File: src/cfg_bridge_settings.svh
// ====================
// Bridge settings
// ====================

`ifndef CFG_BRIDGE_SETTINGS_SVH
`define CFG_BRIDGE_SETTINGS_SVH

// BAR-window read return ports
`define CB_NUM_BAR     6
`define CB_RXM_DATA_W  64
`define CB_BAR_ENABLE  6'b010101   // Ports with a nonzero BAR size

// Configuration tap
`define CB_CFG_ADDR_W  4
`define CB_CFG_DATA_W  32

// Selector codes presented by the core
`define CB_SEL_DEVCSR     4'd0
`define CB_SEL_PRMCSR     4'd3
`define CB_SEL_MSIADDR_A  4'd5    // Address bits 11..0
`define CB_SEL_MSIADDR_C  4'd6    // Address bits 43..32
`define CB_SEL_MSIADDR_B  4'd9    // Address bits 31..12
`define CB_SEL_MSIADDR_D  4'd11   // Address bits 63..44
`define CB_SEL_MSICTL     4'd13
`define CB_SEL_BUSDEV     4'd15

`endif

File: src/cfg_bridge_pkg.sv
// ====================
// Bridge types
// ====================

`default_nettype none

`include "cfg_bridge_settings.svh"

package cfg_bridge_pkg;

   // Retimed selector and data pair from the core
   typedef struct packed {
      logic [`CB_CFG_ADDR_W-1:0] sel;
      logic [`CB_CFG_DATA_W-1:0] data;
   } cfg_tap_t;

   // Shadow copy of the configuration space fields
   typedef struct packed {
      logic [12:0] bus_dev;     // Bus and device number
      logic [31:0] dev_csr;
      logic [15:0] msi_ena;     // MSI control, bit 0 is MSI enable
      logic [15:0] msix_ctrl;
      logic [15:0] prmcsr;      // Command register, bit 2 is bus master enable
      logic [63:0] msi_addr;
      logic [15:0] msi_data;
   } cfg_shadow_t;

   // 82-bit MSI interface word
   typedef struct packed {
      logic        master_en;   // Bit 81
      logic        msi_en;      // Bit 80
      logic [15:0] msi_data;
      logic [63:0] msi_addr;
   } msi_intfc_t;

   // One read return from a BAR-window master
   typedef struct packed {
      logic                      valid;
      logic [`CB_RXM_DATA_W-1:0] data;
   } rxm_rd_t;

endpackage

`default_nettype wire

File: src/bar_read_return.sv
// ====================
// Read return merge
// ====================

`default_nettype none

`include "cfg_bridge_settings.svh"

module bar_read_return #(
   parameter int                 NUM_BAR    = `CB_NUM_BAR,
   parameter logic [NUM_BAR-1:0] BAR_ENABLE = `CB_BAR_ENABLE
) (
   input  cfg_bridge_pkg::rxm_rd_t rxm_rd_i [NUM_BAR],
   output cfg_bridge_pkg::rxm_rd_t rd_ret_o
);

   import cfg_bridge_pkg::*;

   logic [NUM_BAR-1:0]        vld;
   logic [`CB_RXM_DATA_W-1:0] data_or;
   logic                      one_hot;
   rxm_rd_t                   ret;

   // Absent ports never return data
   always_comb
   begin
      data_or = '0;
      for (int i = 0; i < NUM_BAR; i++)
      begin
         vld[i] = rxm_rd_i[i].valid & BAR_ENABLE[i];
         if (vld[i])
         begin
            data_or = data_or | rxm_rd_i[i].data;
         end
      end
   end

   // No arbitration, overlapping returns give zero data
   assign one_hot = (vld != '0) && ((vld & (vld - 1'b1)) == '0);

   always_comb
   begin
      ret.valid = |vld;
      ret.data  = one_hot ? data_or : '0;
   end

   assign rd_ret_o = ret;

endmodule

`default_nettype wire

File: src/cfg_bridge_top.sv
// ====================
// Config bridge top
// ====================

`default_nettype none

`include "cfg_bridge_settings.svh"

module cfg_bridge_top (
   input  logic                        AvlClk_i,
   input  logic                        Rstn_i,
   input  logic [`CB_CFG_ADDR_W-1:0]   cfg_addr_i,
   input  logic [`CB_CFG_DATA_W-1:0]   cfg_ctl_i,
   input  cfg_bridge_pkg::rxm_rd_t     rxm_rd_i [`CB_NUM_BAR],
   output cfg_bridge_pkg::rxm_rd_t     rd_ret_o,
   output logic [12:0]                 bus_dev_o,
   output logic                        master_en_o,
   output logic [31:0]                 dev_csr_o,
   output logic [15:0]                 msi_control_o,
   output logic [15:0]                 msix_control_o,
   output cfg_bridge_pkg::msi_intfc_t  msi_intfc_o
);

   import cfg_bridge_pkg::*;

   logic        rstn_sync;
   cfg_tap_t    cfg_tap;
   cfg_shadow_t shadow;

   cfg_ingress u_ingress (
      .AvlClk_i    (AvlClk_i),
      .Rstn_i      (Rstn_i),
      .cfg_addr_i  (cfg_addr_i),
      .cfg_ctl_i   (cfg_ctl_i),
      .rstn_sync_o (rstn_sync),
      .cfg_tap_o   (cfg_tap)
   );

   // Shadow runs on the raw reset, not the synchronized one
   cfg_shadow u_shadow (
      .AvlClk_i  (AvlClk_i),
      .Rstn_i    (Rstn_i),
      .cfg_tap_i (cfg_tap),
      .shadow_o  (shadow)
   );

   msi_out_stage u_msi_out (
      .AvlClk_i       (AvlClk_i),
      .rstn_sync_i    (rstn_sync),
      .shadow_i       (shadow),
      .dev_csr_o      (dev_csr_o),
      .msi_control_o  (msi_control_o),
      .msix_control_o (msix_control_o),
      .msi_intfc_o    (msi_intfc_o)
   );

   bar_read_return #(
      .NUM_BAR    (`CB_NUM_BAR),
      .BAR_ENABLE (`CB_BAR_ENABLE)
   ) u_rd_ret (
      .rxm_rd_i (rxm_rd_i),
      .rd_ret_o (rd_ret_o)
   );

   assign bus_dev_o   = shadow.bus_dev;     // Requester ID for outgoing TLPs
   assign master_en_o = shadow.prmcsr[2];

endmodule

`default_nettype wire

File: src/cfg_ingress.sv
// ====================
// Config tap ingress
// ====================

`default_nettype none

`include "cfg_bridge_settings.svh"

module cfg_ingress (
   input  logic                      AvlClk_i,
   input  logic                      Rstn_i,
   input  logic [`CB_CFG_ADDR_W-1:0] cfg_addr_i,
   input  logic [`CB_CFG_DATA_W-1:0] cfg_ctl_i,
   output logic                      rstn_sync_o,
   output cfg_bridge_pkg::cfg_tap_t  cfg_tap_o
);

   import cfg_bridge_pkg::*;

   logic     rstn_meta;
   logic     rstn_sync;
   cfg_tap_t tap_q;

   // Asserts with Rstn_i, releases on the second edge after it rises
   always_ff @(posedge AvlClk_i or negedge Rstn_i)
   begin
      if (!Rstn_i)
      begin
         rstn_meta <= 1'b0;
         rstn_sync <= 1'b0;
      end
      else
      begin
         rstn_meta <= 1'b1;
         rstn_sync <= rstn_meta;
      end
   end

   assign rstn_sync_o = rstn_sync;

   // The core drives the pair every cycle with no strobe,
   // so it is simply retimed here
   always_ff @(posedge AvlClk_i or negedge rstn_sync)
   begin
      if (!rstn_sync)
      begin
         tap_q <= '0;
      end
      else
      begin
         tap_q.sel  <= cfg_addr_i;
         tap_q.data <= cfg_ctl_i;
      end
   end

   assign cfg_tap_o = tap_q;

endmodule

`default_nettype wire

File: src/cfg_shadow.sv
// ====================
// Config shadow decode
// ====================

`default_nettype none

`include "cfg_bridge_settings.svh"

module cfg_shadow (
   input  logic                        AvlClk_i,
   input  logic                        Rstn_i,
   input  cfg_bridge_pkg::cfg_tap_t    cfg_tap_i,
   output cfg_bridge_pkg::cfg_shadow_t shadow_o
);

   import cfg_bridge_pkg::*;

   cfg_shadow_t shadow_q;
   logic [`CB_CFG_DATA_W-1:0] dat;

   assign dat = cfg_tap_i.data;

   // Each selector code loads only its own fields, other codes hold
   always_ff @(posedge AvlClk_i or negedge Rstn_i)
   begin
      if (!Rstn_i)
      begin
         shadow_q <= '0;
      end
      else
      begin
         case (cfg_tap_i.sel)
            `CB_SEL_BUSDEV:
            begin
               shadow_q.bus_dev  <= dat[12:0];
               shadow_q.msi_data <= dat[31:16];   // Shares the code with bus/device
            end
            `CB_SEL_DEVCSR:
            begin
               shadow_q.dev_csr <= {16'h0, dat[31:16]};
            end
            `CB_SEL_MSICTL:
            begin
               shadow_q.msi_ena   <= dat[15:0];
               shadow_q.msix_ctrl <= dat[31:16];
            end
            `CB_SEL_PRMCSR:
            begin
               shadow_q.prmcsr <= dat[23:8];
            end
            // MSI address arrives in four slices
            `CB_SEL_MSIADDR_A:
            begin
               shadow_q.msi_addr[11:0] <= dat[31:20];
            end
            `CB_SEL_MSIADDR_B:
            begin
               shadow_q.msi_addr[31:12] <= dat[31:12];
            end
            `CB_SEL_MSIADDR_C:
            begin
               shadow_q.msi_addr[43:32] <= dat[31:20];
            end
            `CB_SEL_MSIADDR_D:
            begin
               shadow_q.msi_addr[63:44] <= dat[31:12];
            end
            default:
            begin
               shadow_q <= shadow_q;
            end
         endcase
      end
   end

   assign shadow_o = shadow_q;

endmodule

`default_nettype wire

File: src/msi_out_stage.sv
// ====================
// MSI output stage
// ====================

`default_nettype none

module msi_out_stage (
   input  logic                        AvlClk_i,
   input  logic                        rstn_sync_i,
   input  cfg_bridge_pkg::cfg_shadow_t shadow_i,
   output logic [31:0]                 dev_csr_o,
   output logic [15:0]                 msi_control_o,
   output logic [15:0]                 msix_control_o,
   output cfg_bridge_pkg::msi_intfc_t  msi_intfc_o
);

   import cfg_bridge_pkg::*;

   logic [31:0] dev_csr_q;
   logic [15:0] msi_ena_q;
   logic [15:0] msix_ctrl_q;
   logic [63:0] msi_addr_q;
   logic [15:0] msi_data_q;
   msi_intfc_t  intfc;

   always_ff @(posedge AvlClk_i or negedge rstn_sync_i)
   begin
      if (!rstn_sync_i)
      begin
         dev_csr_q   <= '0;
         msi_ena_q   <= '0;
         msix_ctrl_q <= '0;
         msi_addr_q  <= '0;
         msi_data_q  <= '0;
      end
      else
      begin
         dev_csr_q   <= shadow_i.dev_csr;
         msi_ena_q   <= shadow_i.msi_ena;
         msix_ctrl_q <= shadow_i.msix_ctrl;
         msi_addr_q  <= shadow_i.msi_addr;
         msi_data_q  <= shadow_i.msi_data;
      end
   end

   // Master enable skips the output register and leads the rest by a cycle
   always_comb
   begin
      intfc.master_en = shadow_i.prmcsr[2];
      intfc.msi_en    = msi_ena_q[0];
      intfc.msi_data  = msi_data_q;
      intfc.msi_addr  = msi_addr_q;
   end

   assign msi_intfc_o    = intfc;
   assign dev_csr_o      = dev_csr_q;
   assign msi_control_o  = msi_ena_q;
   assign msix_control_o = msix_ctrl_q;   // MSI-X control word

endmodule

`default_nettype wire

File: config.mk
export PLATFORM = sky130hd
export DESIGN_NAME = cfg_bridge_top
export DESIGN_NICKNAME = d
export VERILOG_FILES = /design/src/cfg_bridge_pkg.sv /design/src/bar_read_return.sv /design/src/cfg_bridge_top.sv /design/src/cfg_ingress.sv /design/src/cfg_shadow.sv /design/src/msi_out_stage.sv
export VERILOG_INCLUDE_DIRS = /design/src
export SDC_FILE = /design/constraint.sdc
export NUM_CORES = 1
export LEC_CHECK = 0
export ABC_AREA = 1
export BUFFER_PORTS_ARGS = -buffer_cell sky130_fd_sc_hd__buf_4
export CORE_AREA = 4 4 251 253
export DETAILED_ROUTE_END_ITERATION = 10
export DIE_AREA = 0 0 255 257
export REMOVE_ABC_BUFFERS = 1
export SYNTH_ARGS = -nofsm -noshare
export SYNTH_HDL_FRONTEND = slang
export SYNTH_SLANG_ARGS = --single-unit
File: constraint.sdc
create_clock -name AvlClk_i -period 5.1 [get_ports AvlClk_i]
set_input_delay 0.255 -clock AvlClk_i [delete_from_list [all_inputs] [get_ports AvlClk_i]]
set_output_delay 0.255 -clock AvlClk_i [all_outputs]
set_load 0.03 [all_outputs]
==> run metrics <==
Synth Warn # 0; most frequent cell after synthesis nand2_1; sw frac 31.23%; hold_buf cts 37; Pre-antenna DRT Iters 5; Seq pwr share 43.7%; antenna-violating nets left 0; max-slew violation count 0; die area 65,540 um2; H-tree levels 1; final core occ 28.23%; fraction of layout cells with a size suffix above 1 29.03%; Fillers 6,497; Final Hold Fails 0; relative slew slack 14.18%; share of the synthesized area in the top cell type 65.01%; synthesis-stage register bit count 308; GP Congestion 0.9365; Via Count 10,300; Worst Setup End Kind primary output; Clock Tree Root clkbuf_16; cts bufs inserted 29; CTS Sinks 308; antenna violations before repair 28; final setup fails 0; Post-Synthesis Cells 1,313; status finished, final reports clean; minimum clock period 2.724 ns; setup_tns 0 ns; Final nets 2,179; clock power share 33.4%; Max clock buf depth 3; Worst-path clk slew 0.07 ns; Worst-Margin Slew 1.283 ns; number of port buffers 441; async set-reset flop share out of synthesis 100.0%; Post-synth EDFFs 0; iteration-0 DRC count of the detailed router 580; Clock Latency Late Sink 0.56 ns; post-CTS sizing 0; CTS tree built; DP HPWL 35,300 um; first-pass GRT wire length 66,680 um; Via density 4.001; Synth area leader dfrtp_1; Fmax 367.1 MHz; wire per inst 18.08 um; number of post-CTS setup repair buffers 0; DRC violations left 0; largest net degree at the start of global routing 91; library cells used by synthesis 18; Final Cycle Share 53.42%; Starting Density 19.43%; core region area 61,030 um2; Global Route Usage Sum 13.48%; cell area power density 411.1 nW/um2; sequential cell area fraction in the yosys report 65.01%; P&R area growth vs syn 45.32%; Synth area leaders dfrtp_1 (65%), nand2_1 (18%), nand3_1 (4.3%), nor2_1 (4.2%), buf_4 (2.3%); Worst EP required 4.85 ns; critical path arrival 2.47 ns; Die W 255 um; startpoint types input pin; Lkg Pwr 9.502 nW; Ports 653; Mapped Area 11,860 um2; row cnt 91; Worst Skew 0.02260 ns; Top FF cell, synth dfrtp_1; max cap viols 0; internal power 4.871 mW; RSZ-0062 raised after global routing false; logic gate share of total power 22.9%; Die Ht 257 um; vias in the first global route 10,390; GR Overflow Total 0; synth cell count leaders nand2_1 (565), dfrtp_1 (308), nor2_1 (132); CP max FO 66; Hold Crit Class register to register; net switching power figure 2.212 mW; Total Wirelength 46,560 um; peak supply drop 0.2030 mV; Setup CP Type input pin to primary output; syn avg cell area 9.029 um2
[cells in the final DEF (no fill, tap or decap)]
cell	n
inv_6	3
clkinvlp_4	1
dfrtp_4	1
inv_2	1
inv_1	71
buf_6	1
bufinv_16	5
inv_4	1
nor2_2	2
o21ai_1	1
dfrtp_1	307
dlygate4sd3_1	37
buf_4	450
clkinv_4	3
clkbuf_16	29
diode_2	11
o21ai_0	28
conb_1	17
nand3_1	102
nand2_2	4
inv_8	1
nor2_4	2
nor2_1	131
clkbuf_1	1
clkbuf_8	8
clkinv_2	3
nand2_1	564
[registers in the layout, summed over array words and instances (netlist names), 16 cells and up]
name                      flops
u_shadow.shadow_o           142
u_msi_out.msi_addr_q         64
u_ingress.cfg_tap_o          36
u_msi_out.dev_csr_o          16
u_msi_out.msi_control_o      16
u_msi_out.msi_data_q         16
u_msi_out.msix_control_o     16
[worst max-delay path, cell delays in order]
cell and delay [ns]:
buf_4 0.53, inv_1 0.14, nand3_1 0.15, nand2_2 0.71, nor2_1 0.42, buf_4 0.22
[layer usage]
metal	global-route usage, %	share of wire (%)
met1	15.74	38
met2	23.85	51
met3	2.557	7.2
met4	6.199	4.4
met5	0	0.058
[power groups by stage]
| stage | clock network, mW | logic, mW | registers, mW |
|---|---|---|---|
| 2_1_floorplan | 0 | 0.406 | 3.50 |
| 3_3_place_gp | 0 | 1.59 | 3.13 |
| 3_5_place_dp | 0 | 1.61 | 3.14 |
| 4_1_cts | 2.43 | 1.64 | 3.10 |
| 5_1_grt | 2.53 | 1.74 | 3.14 |
| 6_report | 2.37 | 1.62 | 3.10 |
[final timing paths]
path                                          from                       to  slack, ns  cells past startpoint
min                            u_ingress.rstn_meta    u_ingress.rstn_sync_o       0.35                      0
min in group asynchronous    u_ingress.rstn_sync_o  u_ingress.cfg_tap_o[21]       0.37                      0
max                                  rxm_rd_i[259]             rd_ret_o[48]       2.38                      6
min reg2reg                    u_ingress.rstn_meta    u_ingress.rstn_sync_o       0.35                      0
max in group asynchronous                   Rstn_i     u_shadow.shadow_o[4]       3.42                      3
max reg2reg                u_ingress.cfg_tap_o[32]   u_shadow.shadow_o[170]       2.72                      4
[cell families (layout without fill, tap and decap cells)]
| logic type | count (synthesis) | after routing | synth area share, % |
|---|---|---|---|
| flops | 308 | 308 | 65.01 |
| compound gates | 29 | 29 | 1.224 |
| other cells | 2 | 28 | 0.06335 |
| simple gates | 805 | 805 | 26.69 |
| buf+inv | 169 | 615 | 7.008 |
[cell type report]
type / instances / area, um2 / area share, %
clock buffers: 38 / 839.6 / 4.873
repair buffers: 488 / 3760 / 21.82
well taps: 790 / 988.4 / 5.738
flip-flops and latches: 308 / 7711 / 44.76
diodes: 11 / 27.53 / 0.1598
multi-input cells: 851 / 3388 / 19.67
inverters: 73 / 276.5 / 1.605
clock inverters: 16 / 236.5 / 1.373
[metrics by stage]
stage	std cells	total power [mW]	setup WS (ns)	hold slack (ns)	area, um2
2_1_floorplan	1232	3.910	0.1321	-0.04059	11360
3_3_place_gp	2473	4.722	2.398	0.3329	15750
3_5_place_dp	2473	4.755	2.363	0.3373	15750
4_1_cts	2564	7.171	2.354	0.3208	17200
5_1_grt	2574	7.404	2.244	0.3448	17230
6_report	2575	7.083	2.376	0.3514	17230
(Power assumes the default switching activity.)
